### src/cam_settings.svh
`ifndef CAM_SETTINGS_SVH
`define CAM_SETTINGS_SVH

// ==================================================
// Camera pixel path widths and depths
// ==================================================

// Raw Bayer sample from the sensor
`define CAM_RAW_WIDTH 12

// Column and row counters
`define CAM_COORD_WIDTH 12

// Columns held by the demosaic line buffer
`define CAM_LINE_DEPTH 1280

// Hue circle, 0 to 255
`define CAM_HUE_WIDTH 8

// Packed output word
`define CAM_WORD_WIDTH 16

// Bits kept per component in RGB mode
`define CAM_RGB_BITS 5

`endif

### src/pixel_pkg.sv
`default_nettype none

`include "cam_settings.svh"

// ==================================================
// Pixel samples, components and output word
// ==================================================
package pixel_pkg;

  // One raw Bayer sample
  typedef logic [`CAM_RAW_WIDTH-1:0] raw_t;
  // Full precision color component
  typedef logic [`CAM_RAW_WIDTH-1:0] comp_t;
  // Reduced component, top eight bits, for hue
  typedef logic [7:0] comp8_t;
  // Hue on a 0 to 255 circle
  typedef logic [`CAM_HUE_WIDTH-1:0] hue_t;

  // RGB view, one zero bit then 5:5:5
  typedef struct packed {
    logic [`CAM_WORD_WIDTH-3*`CAM_RGB_BITS-1:0] zero;
    logic [`CAM_RGB_BITS-1:0] red;
    logic [`CAM_RGB_BITS-1:0] green;
    logic [`CAM_RGB_BITS-1:0] blue;
  } rgb_view_t;

  // Hue view, zero high byte then hue
  typedef struct packed {
    logic [`CAM_WORD_WIDTH-`CAM_HUE_WIDTH-1:0] zero;
    hue_t hue;
  } hue_view_t;

  // Same 16-bit word read two ways, selected by mode
  typedef union packed {
    rgb_view_t rgb;
    hue_view_t hue;
  } pixel_word_u;

endpackage

`default_nettype wire

### src/hue_calc.sv
`timescale 1ns/10ps
`default_nettype none

module hue_calc (
  input  wire                    ccd_pixel_clk,
  input  wire                    hps_fpga_reset_n,
  input  wire pixel_pkg::comp8_t red,
  input  wire pixel_pkg::comp8_t green,
  input  wire pixel_pkg::comp8_t blue,
  input  wire                    in_valid,
  output pixel_pkg::hue_t        hue,
  output logic                   hue_valid
);

  // Sector of the largest component
  localparam logic [1:0] sec_red   = 2'd0;
  localparam logic [1:0] sec_green = 2'd1;
  localparam logic [1:0] sec_blue  = 2'd2;

  // Stage one, combinational
  pixel_pkg::comp8_t  c_max;
  pixel_pkg::comp8_t  c_min;
  logic [1:0]         c_sector;
  logic signed [8:0]  c_num;
  // Stage one registers
  logic               s1_valid;
  logic [7:0]         s1_diff;
  logic [1:0]         s1_sector;
  logic signed [8:0]  s1_num;
  // Stage two, combinational
  logic signed [15:0] c_prod;
  logic signed [15:0] c_div;
  logic signed [15:0] c_quot;
  // Stage two registers
  logic               s2_valid;
  logic [1:0]         s2_sector;
  logic [7:0]         s2_quot;
  // Stage three offset
  pixel_pkg::hue_t    c_offset;

  // ==================================================
  // Stage one: extremes, sector, numerator
  // ==================================================
  always_comb begin
    // Red wins ties, then green
    if (red >= green && red >= blue) begin
      c_sector = sec_red;
      c_max    = red;
      c_num    = $signed({1'b0, green}) - $signed({1'b0, blue});
    end else if (green >= blue) begin
      c_sector = sec_green;
      c_max    = green;
      c_num    = $signed({1'b0, blue}) - $signed({1'b0, red});
    end else begin
      c_sector = sec_blue;
      c_max    = blue;
      c_num    = $signed({1'b0, red}) - $signed({1'b0, green});
    end
    c_min = (red <= green) ? red : green;
    if (blue < c_min) begin
      c_min = blue;
    end
  end

  always_ff @(posedge ccd_pixel_clk) begin
    s1_diff   <= c_max - c_min;
    s1_sector <= c_sector;
    s1_num    <= c_num;
  end

  // ==================================================
  // Stage two: 43 * num / diff, toward zero
  // ==================================================
  assign c_prod = s1_num * 16'sd43;
  assign c_div  = $signed({8'd0, s1_diff});
  // Grey pixel, no division, quotient zero
  assign c_quot = (s1_diff == 8'd0) ? 16'sd0 : c_prod / c_div;

  always_ff @(posedge ccd_pixel_clk) begin
    s2_sector <= s1_sector;
    s2_quot   <= c_quot[7:0];
  end

  // ==================================================
  // Stage three: sector offset, modulo 256
  // ==================================================
  always_comb begin
    case (s2_sector)
      sec_green: c_offset = 8'd85;
      sec_blue:  c_offset = 8'd171;
      default:   c_offset = 8'd0;
    endcase
  end

  always_ff @(posedge ccd_pixel_clk) begin
    hue <= c_offset + s2_quot;
  end

  // Valid travels alongside the three stages
  always_ff @(posedge ccd_pixel_clk) begin
    if (!hps_fpga_reset_n) begin
      s1_valid  <= 1'b0;
      s2_valid  <= 1'b0;
      hue_valid <= 1'b0;
    end else begin
      s1_valid  <= in_valid;
      s2_valid  <= s1_valid;
      hue_valid <= s2_valid;
    end
  end

endmodule

`default_nettype wire

### config.mk
export PLATFORM = sky130hd
export DESIGN_NAME = hue_calc
export DESIGN_NICKNAME = d
export VERILOG_FILES = /design/src/pixel_pkg.sv /design/src/hue_calc.sv
export VERILOG_INCLUDE_DIRS = /design/src
export SDC_FILE = /design/constraint.sdc
export NUM_CORES = 1
export LEC_CHECK = 0
export BUFFER_PORTS_ARGS = -buffer_cell sky130_fd_sc_hd__buf_2
export CAP_MARGIN = 20
export CORE_UTILIZATION = 60
export CTS_CLUSTER_SIZE = 24
export DETAILED_ROUTE_END_ITERATION = 16
export HOLD_SLACK_MARGIN = 0.02
export PLACE_DENSITY_LB_ADDON = 0.25
export SYNTH_ARGS = -nofsm -noshare
export SYNTH_HDL_FRONTEND = slang
export SYNTH_SLANG_ARGS = --single-unit
### constraint.sdc
create_clock -name ccd_pixel_clk -period 47.9 [get_ports ccd_pixel_clk]
set_clock_uncertainty 0.05 [all_clocks]
set_input_delay 9.58 -clock ccd_pixel_clk [delete_from_list [all_inputs] [get_ports ccd_pixel_clk]]
set_output_delay 9.58 -clock ccd_pixel_clk [all_outputs]
set_load 0.005 [all_outputs]
==> flow_summary.json <==
{
  "grt_pass1_wl_mm": 48.2,
  "slew_headroom": 0.376,
  "htree_num_levels": 2,
  "cp-endpoint": "s2_quot[6]",
  "clk_pin_slew_ps": 70,
  "syn_area_per_cell_um2": 7.41,
  "yosys-top-cells-area": "ha_1 21%, dfxtp_1 7.3%, a21oi_1 5.1%",
  "cp.required_ps": 48060,
  "synth_top_area_share": 0.210,
  "criticalPathCategory": "flop to flop",
  "root_buffer": "clkbuf_16",
  "synth-seq-cells": 40,
  "tightest_slew_ps": 912,
  "cpPeakStageDelay_ps": 700,
  "synth-edff-count": 0,
  "fin_crit_ps": 40580,
  "setup_viol": 0,
  "fp.coreArea_mm2": 0.0175,
  "ys.flop_type": "dfxtp_1",
  "gp_congestion": 0.955,
  "cts_resized": 0,
  "viasPerCell": 6.42,
  "synth_fp_nets": 1699,
  "wl_per_cell_um": 17.0,
  "grt_usage": 0.320,
  "cts_buffer_depth": 2,
  "async_flop_share": 0,
  "reg2reg_depth": 171,
  "synth-warning-count": 0,
  "place_hpwl_mm": 24.1,
  "status": "finished, final reports clean",
  "yosysTopAreaCell": "ha_1",
  "drive_gt1_frac": 0.0831,
  "num_vias": 11000,
  "synth_seq_area_share": 0.0735,
  "portBuffers": 35,
  "synth_cell_types": 101,
  "fin_nets": 1721,
  "grt_start_max_net_pins": 37,
  "ant_nets": 0,
  "drt_pass1_iterations": 5,
  "r2r-start": "s1_num[7]",
  "r2r_end": "s2_quot[6]",
  "synth_most_common_cell": "ha_1",
  "hold_viol": 0,
  "max_cap_violations": 0,
  "overflow": 0,
  "drc": 0,
  "worstPathMaxFanout": 18,
  "antenna_found_initial": 0,
  "cts_tree": "built",
  "cp_common_cell": "o21a_1",
  "start_util": 0.621,
  "worstSetupEndpointType": "flop",
  "grt_pass1_vias": 10300,
  "fin_crit_sh": 0.847,
  "grt_setup_unrepaired": "false",
  "hp-class": "flop to flop",
  "fmax_mhz": 24.6,
  "drt_iter0_markers": 742,
  "setup_tns_ps": 0,
  "start_kind": "flop",
  "slew_viol_final": 0,
  "die_area_mm2": 0.0187,
  "crit_arrival_ps": 40740,
  "startpoint": "s1_num[7]",
  "ios": 36,
  "postCtsSetupBuffers": 0,
  "drt_wl_total_mm": 29.3,
  "cts_buffers": 5,
  "slowest_stage": "and3_1",
  "synthTopCellsByCount": "183 x ha_1, 147 x nor2_1, 121 x inv_1, 111 x a21oi_1, 94 x nand2_1",
  "fp-row-count": 48,
  "synth_cells": 1470,
  "clk_latency_ps": 290,
  "reg2reg_slack_ps": 7320,
  "areaGrowthSynthToFinish_pct": 5.20,
  "n_antenna_cell": 0,
  "netlist_area_mm2": 0.0109,
  "cts_hold_buf": 0,
  "die_height_um": 137,
  "die_w_um": 137,
  "clock_sinks": 40
}
worst min-delay path by stage:
stage                             from      endpoint  slack, ps  cells after the start
after global placement    s1_sector[0]  s2_sector[0]        260                      0
final                     s1_sector[1]  s2_sector[1]        280                      0
after floorplan           s1_sector[0]  s2_sector[0]        260                      0
after detailed placement  s1_sector[1]  s2_sector[1]        260                      0
after CTS                 s1_sector[1]  s2_sector[1]        280                      0
after global routing      s1_sector[1]  s2_sector[1]        290                      0
registers in the layout (all words and copies together) (netlist names):
| signal | count |
|---|---|
| s1_num | 9 |
| s2_quot | 8 |
| s2_sector | 2 |
| hue_valid | 1 |
| s1_sector | 2 |
| s2_valid | 1 |
| s1_valid | 1 |
| hue | 8 |
| s1_diff | 8 |
layer usage:
metal,up-vias,GRT usage,part of all wire
met4,0,0.102,0.027
met2,349,0.567,0.47
li1,5476,-,-
met5,-,0,0
met1,5137,0.403,0.45
met3,62,0.0315,0.057
final cells by class:
cell class | instances | area (um2)
clock inverters | 3 | 46.3
fillers | 1572 | 6070
well taps | 225 | 282
flip-flops and latches | 40 | 801
clock buffers | 5 | 125
repair buffers | 45 | 248
multi-input cells | 1276 | 9490
inverters | 124 | 470
cells by family after synthesis:
| kind of cell | after synthesis | share of synthesized area |
|---|---|---|
| adders and majority gates | 203 | 0.246 |
| and+or+nand+nor | 499 | 0.232 |
| AOI/OAI and AO/OA | 457 | 0.292 |
| buffers and inverters | 154 | 0.0555 |
| muxes | 38 | 0.0377 |
| xor gates and xnor gates | 79 | 0.0635 |
| DFF | 40 | 0.0735 |
critical path, delay by kind of cell, from the launching register on:
family	cells	cell delay (ps)
buf+inv	10	1080
fa+ha+maj	22	7290
mux	6	1910
flops	1	430
compound gates	89	21070
xor+xnor	1	170
simple gates	43	8420
cell usage in the layout (no fill, tap or decap), drive strengths merged, types with 19 or more instances in the layout:
master  instances
o21a           48
nand4          22
mux2           21
inv           123
xnor2          46
nand2          95
fa             19
nand2b         24
a211oi         24
ha            183
nor2b          21
o211ai         21
dfxtp          40
o31ai          20
a21oi         112
xor2           33
a21o           35
nand3          34
o21ai          85
nor3           86
buf            45
nor2          147
stage by stage:
| step | cell area, um2 | utilization | setup slack (ps) | instances | hold slack, ps |
|---|---|---|---|---|---|
| global placement | 11300 | 0.643 | 8900 | 1708 | 260 |
| CTS | 11500 | 0.654 | 7970 | 1718 | 280 |
| detailed placement | 11300 | 0.644 | 8120 | 1710 | 265 |
| global route | 11500 | 0.654 | 4170 | 1718 | 288 |
| finish | 11500 | 0.654 | 7320 | 1718 | 278 |
| floorplan | 10900 | - | 13250 | 1470 | 260 |
Power is not shown: default switching activity piles up to over one toggle a cycle in this logic, so the estimate is an artifact.
