$ cat src/cam_settings.svh
`ifndef CAM_SETTINGS_SVH
`define CAM_SETTINGS_SVH

// ==================================================
// Camera pixel path widths and depths
// ==================================================

// Raw Bayer sample from the sensor
`define CAM_RAW_WIDTH 12

// Column and row counters
`define CAM_COORD_WIDTH 12

// Columns held by the demosaic line buffer
`define CAM_LINE_DEPTH 1280

// Hue circle, 0 to 255
`define CAM_HUE_WIDTH 8

// Packed output word
`define CAM_WORD_WIDTH 16

// Bits kept per component in RGB mode
`define CAM_RGB_BITS 5

`endif

$ cat src/capture_pkg.sv
`default_nettype none

`include "cam_settings.svh"

// ==================================================
// Frame geometry and frame counting
// ==================================================
package capture_pkg;

  // Column or row index inside a frame
  typedef logic [`CAM_COORD_WIDTH-1:0] coord_t;

  // Captured frames since reset
  typedef logic [31:0] frame_count_t;

endpackage

`default_nettype wire

$ cat src/pixel_pkg.sv
`default_nettype none

`include "cam_settings.svh"

// ==================================================
// Pixel samples, components and output word
// ==================================================
package pixel_pkg;

  // One raw Bayer sample
  typedef logic [`CAM_RAW_WIDTH-1:0] raw_t;
  // Full precision color component
  typedef logic [`CAM_RAW_WIDTH-1:0] comp_t;
  // Reduced component, top eight bits, for hue
  typedef logic [7:0] comp8_t;
  // Hue on a 0 to 255 circle
  typedef logic [`CAM_HUE_WIDTH-1:0] hue_t;

  // RGB view, one zero bit then 5:5:5
  typedef struct packed {
    logic [`CAM_WORD_WIDTH-3*`CAM_RGB_BITS-1:0] zero;
    logic [`CAM_RGB_BITS-1:0] red;
    logic [`CAM_RGB_BITS-1:0] green;
    logic [`CAM_RGB_BITS-1:0] blue;
  } rgb_view_t;

  // Hue view, zero high byte then hue
  typedef struct packed {
    logic [`CAM_WORD_WIDTH-`CAM_HUE_WIDTH-1:0] zero;
    hue_t hue;
  } hue_view_t;

  // Same 16-bit word read two ways, selected by mode
  typedef union packed {
    rgb_view_t rgb;
    hue_view_t hue;
  } pixel_word_u;

endpackage

`default_nettype wire

$ cat src/camera_capture.sv
`timescale 1ns/10ps
`default_nettype none

module camera_capture (
  input  wire                       ccd_pixel_clk,
  input  wire                       hps_fpga_reset_n,
  input  wire pixel_pkg::raw_t      raw,
  input  wire                       frame_valid,
  input  wire                       line_valid,
  input  wire                       capture_start,
  output pixel_pkg::raw_t           sample,
  output logic                      sample_valid,
  output capture_pkg::coord_t       column,
  output capture_pkg::coord_t       row,
  output capture_pkg::frame_count_t frame_count
);

  // Previous frame and line valid for edges
  logic fval_d;
  logic lval_d;
  // Set for the whole of an accepted frame
  logic armed;
  // Next column and current row indices
  capture_pkg::coord_t col_cnt;
  capture_pkg::coord_t row_cnt;

  logic fval_rise;
  logic fval_fall;
  logic lval_fall;
  logic active;
  logic take;

  // ==================================================
  // Edge detection and sample gating
  // ==================================================
  assign fval_rise = frame_valid & ~fval_d;
  assign fval_fall = ~frame_valid & fval_d;
  assign lval_fall = ~line_valid & lval_d;

  // Arm on the frame start itself, start level sampled only here
  assign active = armed | (fval_rise & capture_start);
  assign take   = active & frame_valid & line_valid;

  // ==================================================
  // Control state and counters
  // ==================================================
  always_ff @(posedge ccd_pixel_clk) begin
    if (!hps_fpga_reset_n) begin
      fval_d       <= 1'b0;
      lval_d       <= 1'b0;
      armed        <= 1'b0;
      sample_valid <= 1'b0;
      col_cnt      <= '0;
      row_cnt      <= '0;
      frame_count  <= '0;
    end else begin
      fval_d       <= frame_valid;
      lval_d       <= line_valid;
      sample_valid <= take;

      // Frame end closes an armed frame
      if (fval_fall) begin
        armed <= 1'b0;
        if (armed) begin
          frame_count <= frame_count + 1'b1;
        end
      end else if (fval_rise && capture_start) begin
        armed <= 1'b1;
      end

      // Column restarts after every line
      if (lval_fall) begin
        col_cnt <= '0;
      end else if (take) begin
        col_cnt <= col_cnt + 1'b1;
      end

      // Row steps only after lines that carried samples
      if (fval_rise) begin
        row_cnt <= '0;
      end else if (lval_fall && col_cnt != '0) begin
        row_cnt <= row_cnt + 1'b1;
      end
    end
  end

  // Sample and its coordinates
  always_ff @(posedge ccd_pixel_clk) begin
    if (take) begin
      sample <= raw;
      column <= col_cnt;
      row    <= fval_rise ? '0 : row_cnt;
    end
  end

endmodule

`default_nettype wire

$ cat config.mk
export PLATFORM = sky130hd
export DESIGN_NAME = camera_capture
export DESIGN_NICKNAME = d
export VERILOG_FILES = /design/src/capture_pkg.sv /design/src/pixel_pkg.sv /design/src/camera_capture.sv
export VERILOG_INCLUDE_DIRS = /design/src
export SDC_FILE = /design/constraint.sdc
export NUM_CORES = 1
export LEC_CHECK = 0
export BUFFER_PORTS_ARGS = -buffer_cell sky130_fd_sc_hd__clkbuf_2
export CORE_ASPECT_RATIO = 1.2
export CORE_MARGIN = 3
export CORE_UTILIZATION = 55
export CTS_CLUSTER_SIZE = 20
export DETAILED_ROUTE_END_ITERATION = 6
export GPL_TIMING_DRIVEN = 0
export PLACE_DENSITY_LB_ADDON = 0.1
export SLEW_MARGIN = 25
export SYNTH_ARGS = -nofsm -noshare
export SYNTH_HDL_FRONTEND = slang
export SYNTH_SLANG_ARGS = --single-unit
$ cat constraint.sdc
create_clock -name ccd_pixel_clk -period 4.91 [get_ports ccd_pixel_clk]
set_clock_uncertainty 0.05 [all_clocks]
set_input_delay 0.7365 -clock ccd_pixel_clk [delete_from_list [all_inputs] [get_ports ccd_pixel_clk]]
set_output_delay 0.7365 -clock ccd_pixel_clk [all_outputs]
set_load 0.1 [all_outputs]
==> impl_metrics.toml <==
[worst_hold_path]
hold_depth = 2
hold_path.startpoint = "row_cnt[11]"
hp-class = "reg -> reg"
whs_endpoint = "row_cnt[11]"

[setup_path]
cpMaxStageDelayCell = "clkbuf_2"
crit_buf_inv = 1
path_delay_family = "buffers and inverters"
r2r.worst_path.cells = 6
start_kind = "flip-flop"
critPathArrivalTime_ns = 1.32
r2r_start = "col_cnt[0]"
crit_type = "reg -> out"
reg2reg_setup_slack_ns = 2.97
crit_path_end_kind = "output pin"
crit_path_max_fanout = 8
max_stage_delay_ns = 0.51
reg2reg_to = "row_cnt[2]"
critPathRequiredTime_ns = 4.12
crit_chain = "clkbuf_2"

[power_and_ir_drop]
power_density_nw_per_um2 = 310
finalPower_uw = 1480
leakage_uw = 0.00180
peakVddDrop_mv = 0.220

[cts]
htree_levels = 3
cts_tree = "yes"
cts.reportedPaths.clkPinSlew_ns = 0.09
clk_path_buf_depth = 2
cts_root_buf = "clkbuf_8"
numCtsBuffers = 9
postCtsHoldBufs = 0
clkLatencyLatePin_ns = 0.35
ctsResizeCount = 0
cts.sinks = 96
post_cts_buffers = 0

[sta]
final_hold_viol_count = 0
finalCriticalPeriod_ns = 2.10
tns_ns = 0
max_freq_mhz = 475
setup_viol = 0
tightest_slew_ns = 0.713
slew_viol_final = 0
min_period_over_period_pct = 42.8
rsz0062_at_grt = "false"
relSlewSlack_pct = 52.4

[detailed_routing]
wirelength_um = 8200
wire_per_inst_um = 14.3
drt_iter0_drc = 148
drc_errors = 0
num_vias = 3234
drtAntennaViolNets = 0
dr.pass1.iters = 5
viasPerCell = 5.65

[synthesis]
ys_seq_area_share_pct = 56.5
ys_types = 46
syn_inst = 385
synth_nets = 406
netlist_area_um2 = 4040
syn_avg_cell_area_um2 = 10.5
synthArstFlopShare_pct = 0
synth-seq-cells = 96
yosys_warnings = 0
yosys.area.top_type = "dfxtp_1"
ys.flop_type = "dfxtp_1"
synth_top_cell_area_share_pct = 29.7
synth_edf_count = 36
yosys-top-cells-area = "dfxtp_1 30%, edfxtp_1 27%, a21oi_1 3.8%"

[die]
die_area_um2 = 8420
pin_count = 86
die_x_um = 84.3
initial_utilization_pct = 57.9
die_y_um = 99.9
rows = 33
core_area_um2 = 6980

[layout]
fillers = 562
regArea_um2 = 2280
drive_gt1_share_pct = 23.9
syn_to_final_growth_pct = 18.4
nets = 502
n_antenna_cell = 0
multi_input_area_um2 = 1640

[run]
max_cap_viol_count = 0

[grt]
grt_max_degree = 37
grtUsageTotal_pct = 19.8
grt_pass1_wl_um = 13700
gr-total-overflow = 0
grt_antenna_before_repair = 0
grt_pass1_vias = 2987

[placement]
numPortBuffers = 85
gp_congestion = 0.815
dp_hpwl_um = 5900

[outcome]
status = "finished clean"
==> power by group <==
| part | switching (µW) | total, µW | internal (µW) |
|---|---|---|---|
| logic | 85.4 | 103 | 17.9 |
| clock network | 261 | 544 | 283 |
| registers | 3.55 | 837 | 833 |
| total | 350 | 1480 | 1130 |
==> per-layer routing <==
metal	wire, µm	global-route usage, %	vias to the layer above
li1	-	-	1608
met1	3600	24.9	1514
met2	3930	33.2	100
met3	584	5.75	12
met4	89	6.19	0
met5	0	0	-
==> registers in the layout, indices dropped and copies added (netlist names) <==
register,flops
row,12
lval_d,1
sample_valid,1
frame_count,32
fval_d,1
sample,12
column,12
armed,1
row_cnt,12
col_cnt,12
==> how the worst max path moves through the flow <==
stage / from / end / slack, ns / depth (start not counted)
6_report: frame_count[24] / frame_count[24] / 2.81 / 1
5_1_grt: frame_count[4] / frame_count[29] / 2.72 / 5
4_1_cts: frame_count[24] / frame_count[24] / 2.79 / 1
3_5_place_dp: capture_start / row[9] / 2.54 / 4
3_3_place_gp: capture_start / row[10] / 2.14 / 4
2_1_floorplan: frame_count[0] / frame_count[16] / 2.48 / 6
==> cell type report <==
cell class | instances | area share (%)
Sequential cell | 96 | 47.7
Multi-Input combinational cell | 264 | 34.4
Timing Repair Buffer | 85 | 8.89
Clock buffer | 9 | 2.59
Tap cell | 87 | 2.28
Clock inverter | 6 | 1.75
Buffer | 14 | 1.54
Inverter | 11 | 0.863
==> synthesized netlist by cell type (11+ instances only) <==
library cell and instances:
dfxtp_1 60, edfxtp_1 36, nand2b_1 11, nand4_1 12, nor2_1 24, a21oi_1 31
xor2_1 11, or4_1 12, o21ai_0 16, and2_1 16, o31ai_1 12, nand2_1 24
or3_1 16, nand3_1 19
==> cells in the final DEF, fill, tap and decap left out, types with 3 or more instances in the layout <==
master,synthesis,routed
xnor2_1,3,3
or3_1,16,16
clkbuf_2,0,85
clkbuf_1,9,9
o31ai_1,12,12
inv_1,10,9
nand4_1,12,12
and3_1,4,4
nand2b_1,11,11
edfxtp_1,36,36
or4_1,12,12
and2_1,16,16
nand2_1,24,24
o21ai_0,16,16
ha_1,4,4
clkinv_2,0,3
nor2_1,24,24
nor4_1,9,9
clkbuf_8,0,9
dfxtp_1,60,60
xor2_1,11,11
a21oi_1,31,31
and4_1,4,4
mux2i_1,10,10
nand3_1,19,19
a31o_2,4,4
==> logic make-up after synthesis <==
| kind of cell | count (synthesis) | share of synthesized area [%] |
|---|---|---|
| buf+inv | 25 | 2.85 |
| simple gates | 164 | 23.2 |
| compound gates | 71 | 10.5 |
| mux | 11 | 2.76 |
| flops | 96 | 56.5 |
| xor+xnor | 14 | 3.03 |
| fa+ha+maj | 4 | 1.24 |
==> stage by stage <==
stage	std cells	hold slack [ns]	area (µm²)	utilization [%]	setup slack (ns)
final	572	0.430	4780	68.5	2.81
after global routing	572	0.461	4780	68.5	2.72
after CTS	572	0.432	4780	68.5	2.79
after detailed placement	557	0.420	4580	65.6	2.54
after global placement	557	0.406	4580	65.6	2.14
after floorplan	385	0.390	4040	-	2.48
Note: power is estimated with default switching activity, not from simulation.
